[src/uart_line_pkg.sv]
package uart_line_pkg;

    // serial line levels for an 8N1 frame
    localparam logic LINE_IDLE = 1'b1;
    localparam logic START_BIT = 1'b0;
    localparam logic STOP_BIT  = 1'b1;

    // 50 MHz clock at 115200 baud
    localparam logic [15:0] DEFAULT_CLKS_PER_BIT = 16'd434;
    localparam int unsigned DEFAULT_DATA_BITS    = 8;

    // observable transmitter status, gathered at the top
    typedef struct packed {
        logic ready; // controller idle, a strobe will be taken
        logic line;  // current level of the serial output
    } tx_status_t;

endpackage

[src/uart_tx_ctrl_pkg.sv]
package uart_tx_ctrl_pkg;

    typedef enum logic [1:0] {
        IDLE      = 2'b00,
        LOAD_DATA = 2'b01,
        SEND_DATA = 2'b10
    } tx_state_e;

    // frame register operation
    typedef enum logic [1:0] {
        CLEAR = 2'b00, // fill with idle level, holds while baud_run is high
        SHIFT = 2'b01,
        LOAD  = 2'b10
    } shift_op_e;

    // bit counter operation
    typedef enum logic {
        ZERO      = 1'b0, // clear, holds while baud_run is high
        INCREMENT = 1'b1
    } count_op_e;

    // control word from the FSM to the data modules
    typedef struct packed {
        shift_op_e shift_op;
        count_op_e count_op;
        logic      baud_run; // timer enable, high for the whole frame
    } tx_ctrl_t;

endpackage

[src/uart_tx_controller.sv]
`timescale 1ns/100ps

module uart_tx_controller (
    input  logic                       clk,
    input  logic                       reset_b,
    input  logic                       tx_en,
    input  logic                       baud_tick,
    input  logic                       bit_count_reached,
    output uart_tx_ctrl_pkg::tx_ctrl_t ctrl,
    output logic                       tx_ready
);

    uart_tx_ctrl_pkg::tx_state_e current_state;
    uart_tx_ctrl_pkg::tx_state_e next_state;

    always_ff @(posedge clk or negedge reset_b) begin
        if (!reset_b) begin
            current_state <= uart_tx_ctrl_pkg::IDLE;
        end else begin
            current_state <= next_state;
        end
    end

    always_comb begin
        ctrl.shift_op = uart_tx_ctrl_pkg::CLEAR;
        ctrl.count_op = uart_tx_ctrl_pkg::ZERO;
        ctrl.baud_run = 1'b0;
        tx_ready      = 1'b0;
        next_state    = uart_tx_ctrl_pkg::IDLE;

        case (current_state)
            uart_tx_ctrl_pkg::IDLE: begin
                tx_ready = 1'b1;
                if (tx_en) begin
                    next_state = uart_tx_ctrl_pkg::LOAD_DATA;
                end else begin
                    next_state = uart_tx_ctrl_pkg::IDLE;
                end
            end
            uart_tx_ctrl_pkg::LOAD_DATA: begin
                ctrl.shift_op = uart_tx_ctrl_pkg::LOAD; // frame captured at the closing edge
                next_state    = uart_tx_ctrl_pkg::SEND_DATA;
            end
            uart_tx_ctrl_pkg::SEND_DATA: begin
                ctrl.baud_run = 1'b1; // CLEAR/ZERO below now mean hold
                if (baud_tick) begin
                    ctrl.shift_op = uart_tx_ctrl_pkg::SHIFT;
                    ctrl.count_op = uart_tx_ctrl_pkg::INCREMENT;
                end
                if (bit_count_reached) begin
                    next_state = uart_tx_ctrl_pkg::IDLE;
                end else begin
                    next_state = uart_tx_ctrl_pkg::SEND_DATA;
                end
            end
            default: begin
                next_state = uart_tx_ctrl_pkg::IDLE; // recover from an illegal code
            end
        endcase
    end

endmodule

[src/uart_baud_timer.sv]
`timescale 1ns/100ps

module uart_baud_timer #(
    parameter int unsigned CLKS_PER_BIT = 16
) (
    input  logic                       clk,
    input  logic                       reset_b,
    input  uart_tx_ctrl_pkg::tx_ctrl_t ctrl,
    output logic                       baud_tick
);

    localparam int unsigned CNT_W = (CLKS_PER_BIT > 2) ? $clog2(CLKS_PER_BIT) : 1;
    localparam logic [CNT_W-1:0] LAST_CNT = CNT_W'(CLKS_PER_BIT - 1);
    localparam logic [CNT_W-1:0] PRE_LAST = CNT_W'(CLKS_PER_BIT - 2);

    logic [CNT_W-1:0] clk_cnt;

    // tick is registered one count early so it is high in the wrap cycle,
    // which makes every bit exactly CLKS_PER_BIT cycles long
    always_ff @(posedge clk or negedge reset_b) begin
        if (!reset_b) begin
            clk_cnt   <= '0;
            baud_tick <= 1'b0;
        end else if (!ctrl.baud_run) begin
            clk_cnt   <= '0;
            baud_tick <= 1'b0;
        end else begin
            if (clk_cnt == LAST_CNT) begin
                clk_cnt <= '0; // wrap
            end else begin
                clk_cnt <= clk_cnt + CNT_W'(1);
            end
            baud_tick <= (clk_cnt == PRE_LAST);
        end
    end

endmodule

[src/uart_tx_bit_counter.sv]
`timescale 1ns/100ps

module uart_tx_bit_counter #(
    parameter int unsigned DATA_BITS = 8
) (
    input  logic                       clk,
    input  logic                       reset_b,
    input  uart_tx_ctrl_pkg::tx_ctrl_t ctrl,
    output logic                       bit_count_reached
);

    localparam int unsigned FRAME_BITS = DATA_BITS + 2; // start + data + stop
    localparam int unsigned CNT_W      = $clog2(FRAME_BITS + 1);
    localparam logic [CNT_W-1:0] FRAME_COUNT = CNT_W'(FRAME_BITS);

    logic [CNT_W-1:0] bit_cnt;

    always_ff @(posedge clk or negedge reset_b) begin
        if (!reset_b) begin
            bit_cnt <= '0;
        end else begin
            case (ctrl.count_op)
                uart_tx_ctrl_pkg::INCREMENT: begin
                    bit_cnt <= bit_cnt + CNT_W'(1);
                end
                default: begin
                    if (!ctrl.baud_run) begin
                        bit_cnt <= '0; // cleared while idle, held between ticks
                    end
                end
            endcase
        end
    end

    assign bit_count_reached = (bit_cnt == FRAME_COUNT);

endmodule

[src/uart_tx_shift_register.sv]
`timescale 1ns/100ps

module uart_tx_shift_register #(
    parameter int unsigned DATA_BITS = 8
) (
    input  logic                       clk,
    input  logic                       reset_b,
    input  uart_tx_ctrl_pkg::tx_ctrl_t ctrl,
    input  logic [DATA_BITS-1:0]       tx_data,
    output logic                       line
);

    localparam int unsigned FRAME_BITS = DATA_BITS + 2;

    // bit 0 is on the line, the stop bit sits at the top
    logic [FRAME_BITS-1:0] frame_reg;

    always_ff @(posedge clk or negedge reset_b) begin
        if (!reset_b) begin
            frame_reg <= {FRAME_BITS{uart_line_pkg::LINE_IDLE}}; // line high out of reset
        end else begin
            case (ctrl.shift_op)
                uart_tx_ctrl_pkg::LOAD: begin
                    frame_reg <= {uart_line_pkg::STOP_BIT, tx_data, uart_line_pkg::START_BIT};
                end
                uart_tx_ctrl_pkg::SHIFT: begin
                    frame_reg <= {uart_line_pkg::LINE_IDLE, frame_reg[FRAME_BITS-1:1]};
                end
                uart_tx_ctrl_pkg::CLEAR: begin
                    if (!ctrl.baud_run) begin
                        frame_reg <= {FRAME_BITS{uart_line_pkg::LINE_IDLE}};
                    end
                end
                default: begin
                    frame_reg <= {FRAME_BITS{uart_line_pkg::LINE_IDLE}};
                end
            endcase
        end
    end

    assign line = frame_reg[0]; // lsb first

endmodule

[src/uart_tx_top.sv]
`timescale 1ns/100ps

module uart_tx_top #(
    parameter int unsigned CLKS_PER_BIT = uart_line_pkg::DEFAULT_CLKS_PER_BIT,
    parameter int unsigned DATA_BITS    = uart_line_pkg::DEFAULT_DATA_BITS
) (
    input  logic                 clk,
    input  logic                 reset_b,
    input  logic                 tx_en,
    input  logic [DATA_BITS-1:0] tx_data,
    output logic                 tx,
    output logic                 tx_ready
);

    uart_tx_ctrl_pkg::tx_ctrl_t ctrl;
    uart_line_pkg::tx_status_t  status;
    logic                       baud_tick;
    logic                       bit_count_reached;

    uart_tx_controller i_controller (
        .clk               (clk),
        .reset_b           (reset_b),
        .tx_en             (tx_en),
        .baud_tick         (baud_tick),
        .bit_count_reached (bit_count_reached),
        .ctrl              (ctrl),
        .tx_ready          (status.ready)
    );

    uart_baud_timer #(
        .CLKS_PER_BIT (CLKS_PER_BIT)
    ) i_baud_timer (
        .clk       (clk),
        .reset_b   (reset_b),
        .ctrl      (ctrl),
        .baud_tick (baud_tick)
    );

    uart_tx_bit_counter #(
        .DATA_BITS (DATA_BITS)
    ) i_bit_counter (
        .clk               (clk),
        .reset_b           (reset_b),
        .ctrl              (ctrl),
        .bit_count_reached (bit_count_reached)
    );

    uart_tx_shift_register #(
        .DATA_BITS (DATA_BITS)
    ) i_shift_register (
        .clk     (clk),
        .reset_b (reset_b),
        .ctrl    (ctrl),
        .tx_data (tx_data),
        .line    (status.line)
    );

    assign tx       = status.line;
    assign tx_ready = status.ready;

endmodule

[config.mk]
export PLATFORM = sky130hd
export DESIGN_NAME = uart_tx_top
export DESIGN_NICKNAME = d
export VERILOG_FILES = /design/src/uart_line_pkg.sv /design/src/uart_tx_ctrl_pkg.sv /design/src/uart_tx_controller.sv /design/src/uart_baud_timer.sv /design/src/uart_tx_bit_counter.sv /design/src/uart_tx_shift_register.sv /design/src/uart_tx_top.sv
export SDC_FILE = /design/constraint.sdc
export NUM_CORES = 1
export LEC_CHECK = 0
export CAP_MARGIN = 20
export CORE_UTILIZATION = 29
export CTS_CLUSTER_DIAMETER = 120
export DETAILED_ROUTE_END_ITERATION = 6
export DONT_BUFFER_PORTS = 1
export GPL_TIMING_DRIVEN = 0
export PLACE_DENSITY = 0.51
export REMOVE_ABC_BUFFERS = 1
export SKIP_CTS_REPAIR_TIMING = 1
export SLEW_MARGIN = 20
export SYNTH_ARGS = -nofsm -noshare
export SYNTH_HDL_FRONTEND = slang
export SYNTH_SLANG_ARGS = --single-unit
[constraint.sdc]
create_clock -name clk -period 1.7 [get_ports clk]
set_input_delay 0.085 -clock clk [delete_from_list [all_inputs] [get_ports clk]]
set_output_delay 0.085 -clock clk [all_outputs]
set_load 0.1 [all_outputs]
==> results.ini, run 1 <==
[outcome]
run_status=completed

[job]
maxCapViolations=0

[placed_design]
post-place-cells=159
portBuffers=0
routabilityCongestion=0.7152
placed_area_um2=1254
dp_hpwl_um=1481
dp_slack_ns=0.1569

[synthesis]
yosys-top-cells-area=dfrtp_1 (34%), dfstp_2 (20%), mux2i_1 (7.6%)
synth_area_per_cell_um2=10.59
synth_top_area_share_pct=33.76
ys_ff_latch=25
netlist_area_um2=1186
yosys.cell_count.top_type=nor2_1
synth.distinct_cells=25
yosys-top-cells-count=nor2_1 (17), dfrtp_1 (16), a21oi_1 (11), dfstp_2 (9), mux2i_1 (9)
ys.flop_type=dfrtp_1
yosysSeqAreaShare_pct=53.69
synth_edf_count=0
netlist_instances=112
synth_warnings=0
synth_area_leader_cell=dfrtp_1
async_flop_share_pct=100.0

[sta]
slew_violations=0
finClkSkew_ns=0.0009512
worst_slew_pin_slew_ns=0.6212
finalSetupViolations=0
rsz0062_at_grt=no
hold_viol=0
period_needed_ns=1.480
clock.fmax_mhz=675.7
finalCritPeriodShare_pct=87.05
relSlewSlack_pct=58.59
setup_slack_ns=0.2201

[finish]
final_area_um2=1425
areaGrowthSynthToFinish_pct=20.15
fill_cells=381
stdcell_count=174
diodes=0
layout.nets=143
drive_above_1_share_pct=15.87

[cts]
htree_levels=1
cts_buffer_depth=2
cts.clk_slew.worst_paths_ns=0.09
cts_tree=yes
clk_latency_ns=0.27
numCtsBuffers=3
clock-sinks=25
root_buffer=clkbuf_8

[drt]
drt-initial-drc-count=24
ant_nets=0
wl_um=2099
wl_per_cell_um=12.06
avgViaCountPerCell=4.563
drc=0
via_count=794
first_pass_iters=4

[grt]
grt_max_degree=26
grt_first_pass_wirelength_um=3588
grtUsageTotal_pct=10.83
antenna_found_initial=0
overflow=0
grt_pass1_vias=795

[worst_setup_path]
critPathRequiredTime_ns=1.85
critPathMaxFanout=9
reg2reg_depth=3
r2r_slack_ns=0.22
cp.arrival_ns=1.63
critPathKind=flip-flop to flip-flop
cp-start-kind=flip-flop
endpoint_kind=flip-flop

[pwr]
p_leak_uw=0.0005602
vdd_drop_max_uv=525.9
cellPowerDensity_nw_per_um2=1254

[worst_hold_path]
hold_path.class=input pin to asynchronous set/reset pin

[floorplanning]
core_um2=3799
num_io_pins=13
die_h_um=65.96
fp.dieArea_um2=4350
initial_core_util_pct=31.23
std_cell_rows=22
die_x_um=65.96

[through the flow]
stage	setup TNS, ns	utilization [%]	hold slack (ns)	power, uW
4_1_cts	0	34.29	-0.5108	1772
2_1_floorplan	-0.3479	-	-0.2106	1254
3_5_place_dp	0	33.00	-0.2098	1411
6_report	0	37.52	0.2415	1787
3_3_place_gp	-0.4142	32.44	-0.2101	1335
5_1_grt	0	37.52	0.2385	1903
[report_power, final]
part	switching (uW)	internal (uW)
clock network	192	166
logic	331	180
registers	171	747
total	694	1090
[logic make-up after synthesis]
logic type      after synthesis  share of synthesized area [%]
compound gates               19                          9.599
xor+xnor                      6                          4.431
fa+ha+maj                     5                          5.274
buf+inv                       9                          3.059
flops                        25                          53.69
mux                           9                          7.595
simple gates                 39                          16.35
[cell type report]
type / instances / area (um2) / share of cell area [%]
sequential: 25 / 636.9 / 44.69
tap: 48 / 60.06 / 4.214
inverter: 6 / 22.52 / 1.580
clock buffer: 3 / 41.29 / 2.897
clock inverter: 1 / 7.507 / 0.5268
timing repair buffer: 13 / 138.9 / 9.745
multi-input combinational: 78 / 518.0 / 36.35
[per-layer routing]
layer / track usage [%] / share of wire (%) / vias up
met4: 0.7979 / 0 / 0
li1: - / - / 412
met3: 4.310 / 4.5 / 0
met2: 18.11 / 45 / 16
met5: 0 / 0 / -
met1: 13.66 / 51 / 366
[final timing paths]
| check | from | end |
|---|---|---|
| max | i_baud_timer.clk_cnt[6] | i_baud_timer.clk_cnt[4] |
| min | reset_b | i_controller.current_state[1] |
| max reg2reg | i_baud_timer.clk_cnt[6] | i_baud_timer.clk_cnt[4] |
| min reg2reg | i_baud_timer.clk_cnt[0] | i_baud_timer.clk_cnt[0] |
| max in group asynchronous | reset_b | i_shift_register.frame_reg[3] |
| min in group clk | tx_en | i_controller.current_state[0] |
[cells in the final DEF (no fill, tap or decap), types with 4 or more instances in the layout]
master         Yosys  layout
inv_1              6       6
ha_1               5       5
nand2_1            5       5
dlygate4sd3_1      0      10
nor2_1            17      16
dfstp_2            9       9
nand4_1            4       4
o21ai_0            5       5
dfrtp_1           16      16
mux2i_1            9       9
a21oi_1           11      11
[worst max-delay path: stages, from the launching register on]
cell	delay, ns
dfrtp_1	0.43
or4b_4	0.57
o21ai_4	0.28
nor2_1	0.08
No activity file was read; power rests on OpenSTA's default activity.
==> run 2, diff against run 1 <==
--- a/config.mk
+++ b/config.mk
@@ -10,7 +10,7 @@
 export CTS_CLUSTER_DIAMETER = 120
 export DETAILED_ROUTE_END_ITERATION = 6
 export DONT_BUFFER_PORTS = 1
-export GPL_TIMING_DRIVEN = 0
+export GPL_TIMING_DRIVEN = 1
 export PLACE_DENSITY = 0.51
 export REMOVE_ABC_BUFFERS = 1
 export SKIP_CTS_REPAIR_TIMING = 1
==> results.ini, run 2 (synthesis gave the netlist of run 1 again) <==
[worst_setup_path]
critical-path-max-stage-delay_ns=0.44
crit_path_cell_trace=ha_1 -> nand3_1 -> or3_2 -> a21oi_1
endpoint_kind=flip-flop
critPathKind=flip-flop to flip-flop
cp-start-kind=flip-flop
cp_slowest_cell=dfrtp_1
r2r_end=i_baud_timer.clk_cnt[6]
reg2reg_depth=4
cp.arrival_ns=1.69
critPathMaxFanout=6
r2r_slack_ns=0.21
r2r-start=i_baud_timer.clk_cnt[0]
critPathRequiredTime_ns=1.90

[sta]
hold_viol=0
finalCritPeriodShare_pct=87.59
finalSetupTns_ns=0
finClkSkew_ns=0.002563
relSlewSlack_pct=59.16
slew_violations=0
rsz0062_at_grt=no
worst_slew_pin_slew_ns=0.6126
clock.fmax_mhz=671.6
finalSetupViolations=0
setup_slack_ns=0.2110
period_needed_ns=1.489

[placed_design]
routabilityCongestion=0.7770
dp_hpwl_um=1508
dp_slack_ns=0.2210
post-place-cells=160
portBuffers=0
placed_area_um2=1257

[cts]
root_buffer=clkbuf_8
numCtsBuffers=3
clock-sinks=25
cts_tree=yes
cts.clk_slew.worst_paths_ns=0.09
cts_buffer_depth=2
htree_levels=1
clk_latency_ns=0.27

[floorplanning]
num_io_pins=13
core_um2=3799
std_cell_rows=22
die_h_um=65.96
initial_core_util_pct=31.23
die_x_um=65.96
fp.dieArea_um2=4350

[drt]
ant_nets=0
avgViaCountPerCell=4.606
drc=0
via_count=806
first_pass_iters=4
wl_um=2061
wl_per_cell_um=11.78
drt-initial-drc-count=23

[worst_hold_path]
hold_path.class=input pin to asynchronous set/reset pin

[finish]
fill_cells=378
areaGrowthSynthToFinish_pct=20.25
stdcell_count=175
mostFrequentLayoutCells=nor2_1 (16), dfrtp_1 (16), a21oi_1 (11)
drive_above_1_share_pct=16.54
final_area_um2=1426
diodes=0
layout.nets=144

[grt]
antenna_found_initial=0
grt_pass1_vias=793
grtUsageTotal_pct=11.26
grt_first_pass_wirelength_um=3677
overflow=0
grt_max_degree=26

[job]
maxCapViolations=0

[outcome]
run_status=completed

[pwr]
p_leak_uw=0.0005651
finalPower_uw=1780
cellPowerDensity_nw_per_um2=1248
vdd_drop_max_uv=580.4

run 2: cell types whose count changed in the layout (fill, tap and decap cells not counted), sizes merged:
| cell | previous run | this run |
|---|---|---|
| buf | 3 | 4 |
run 2: worst max-delay path, delay by kind of cell (launching register included):
kind / cells / cell delay [ns]
and+or+nand+nor: 2 / 0.61
adders and majority gates: 1 / 0.22
AOI/OAI and AO/OA: 1 / 0.15
DFF: 1 / 0.44
run 2: through the flow:
step	hold WS (ns)	utilization, %
floorplan	-0.2106	-
global placement	-0.2101	33.10
detailed placement	-0.2099	33.10
CTS	-0.5153	34.39
global route	0.2394	37.55
finish	0.2406	37.55
run 2: report_power, final:
group          total (uW)  switching (uW)  internal [uW]
Sequential            823            79.8            743
Combinational         598             414            184
Clock                 359             192            166
Total                1780             686           1090
run 2: worst max-delay path by stage:
stage                                  start                             to
3_3_place_gp         i_baud_timer.clk_cnt[6]        i_baud_timer.clk_cnt[3]
3_5_place_dp         i_baud_timer.clk_cnt[0]        i_baud_timer.clk_cnt[6]
6_report             i_baud_timer.clk_cnt[0]        i_baud_timer.clk_cnt[6]
4_1_cts              i_baud_timer.clk_cnt[0]        i_baud_timer.clk_cnt[6]
2_1_floorplan  i_controller.current_state[0]  i_controller.current_state[0]
5_1_grt              i_baud_timer.clk_cnt[0]        i_baud_timer.clk_cnt[6]
run 2: routing by layer:
metal | vias up | GRT usage, % | routed length (um)
li1 | 412 | - | -
met1 | 375 | 14.18 | 1034
met2 | 14 | 17.60 | 926
met3 | 5 | 4.483 | 78
met4 | 0 | 3.457 | 21
met5 | - | 0 | 0
run 2: area by class of cell:
type	count	area [um2]	share of cell area [%]
Timing Repair Buffer	14	142.6	10.00
Inverter	6	22.52	1.579
Clock inverter	1	7.507	0.5263
Clock buffer	3	41.29	2.895
Sequential cell	25	636.9	44.65
Multi-Input combinational cell	78	515.5	36.14
Tap cell	48	60.06	4.211
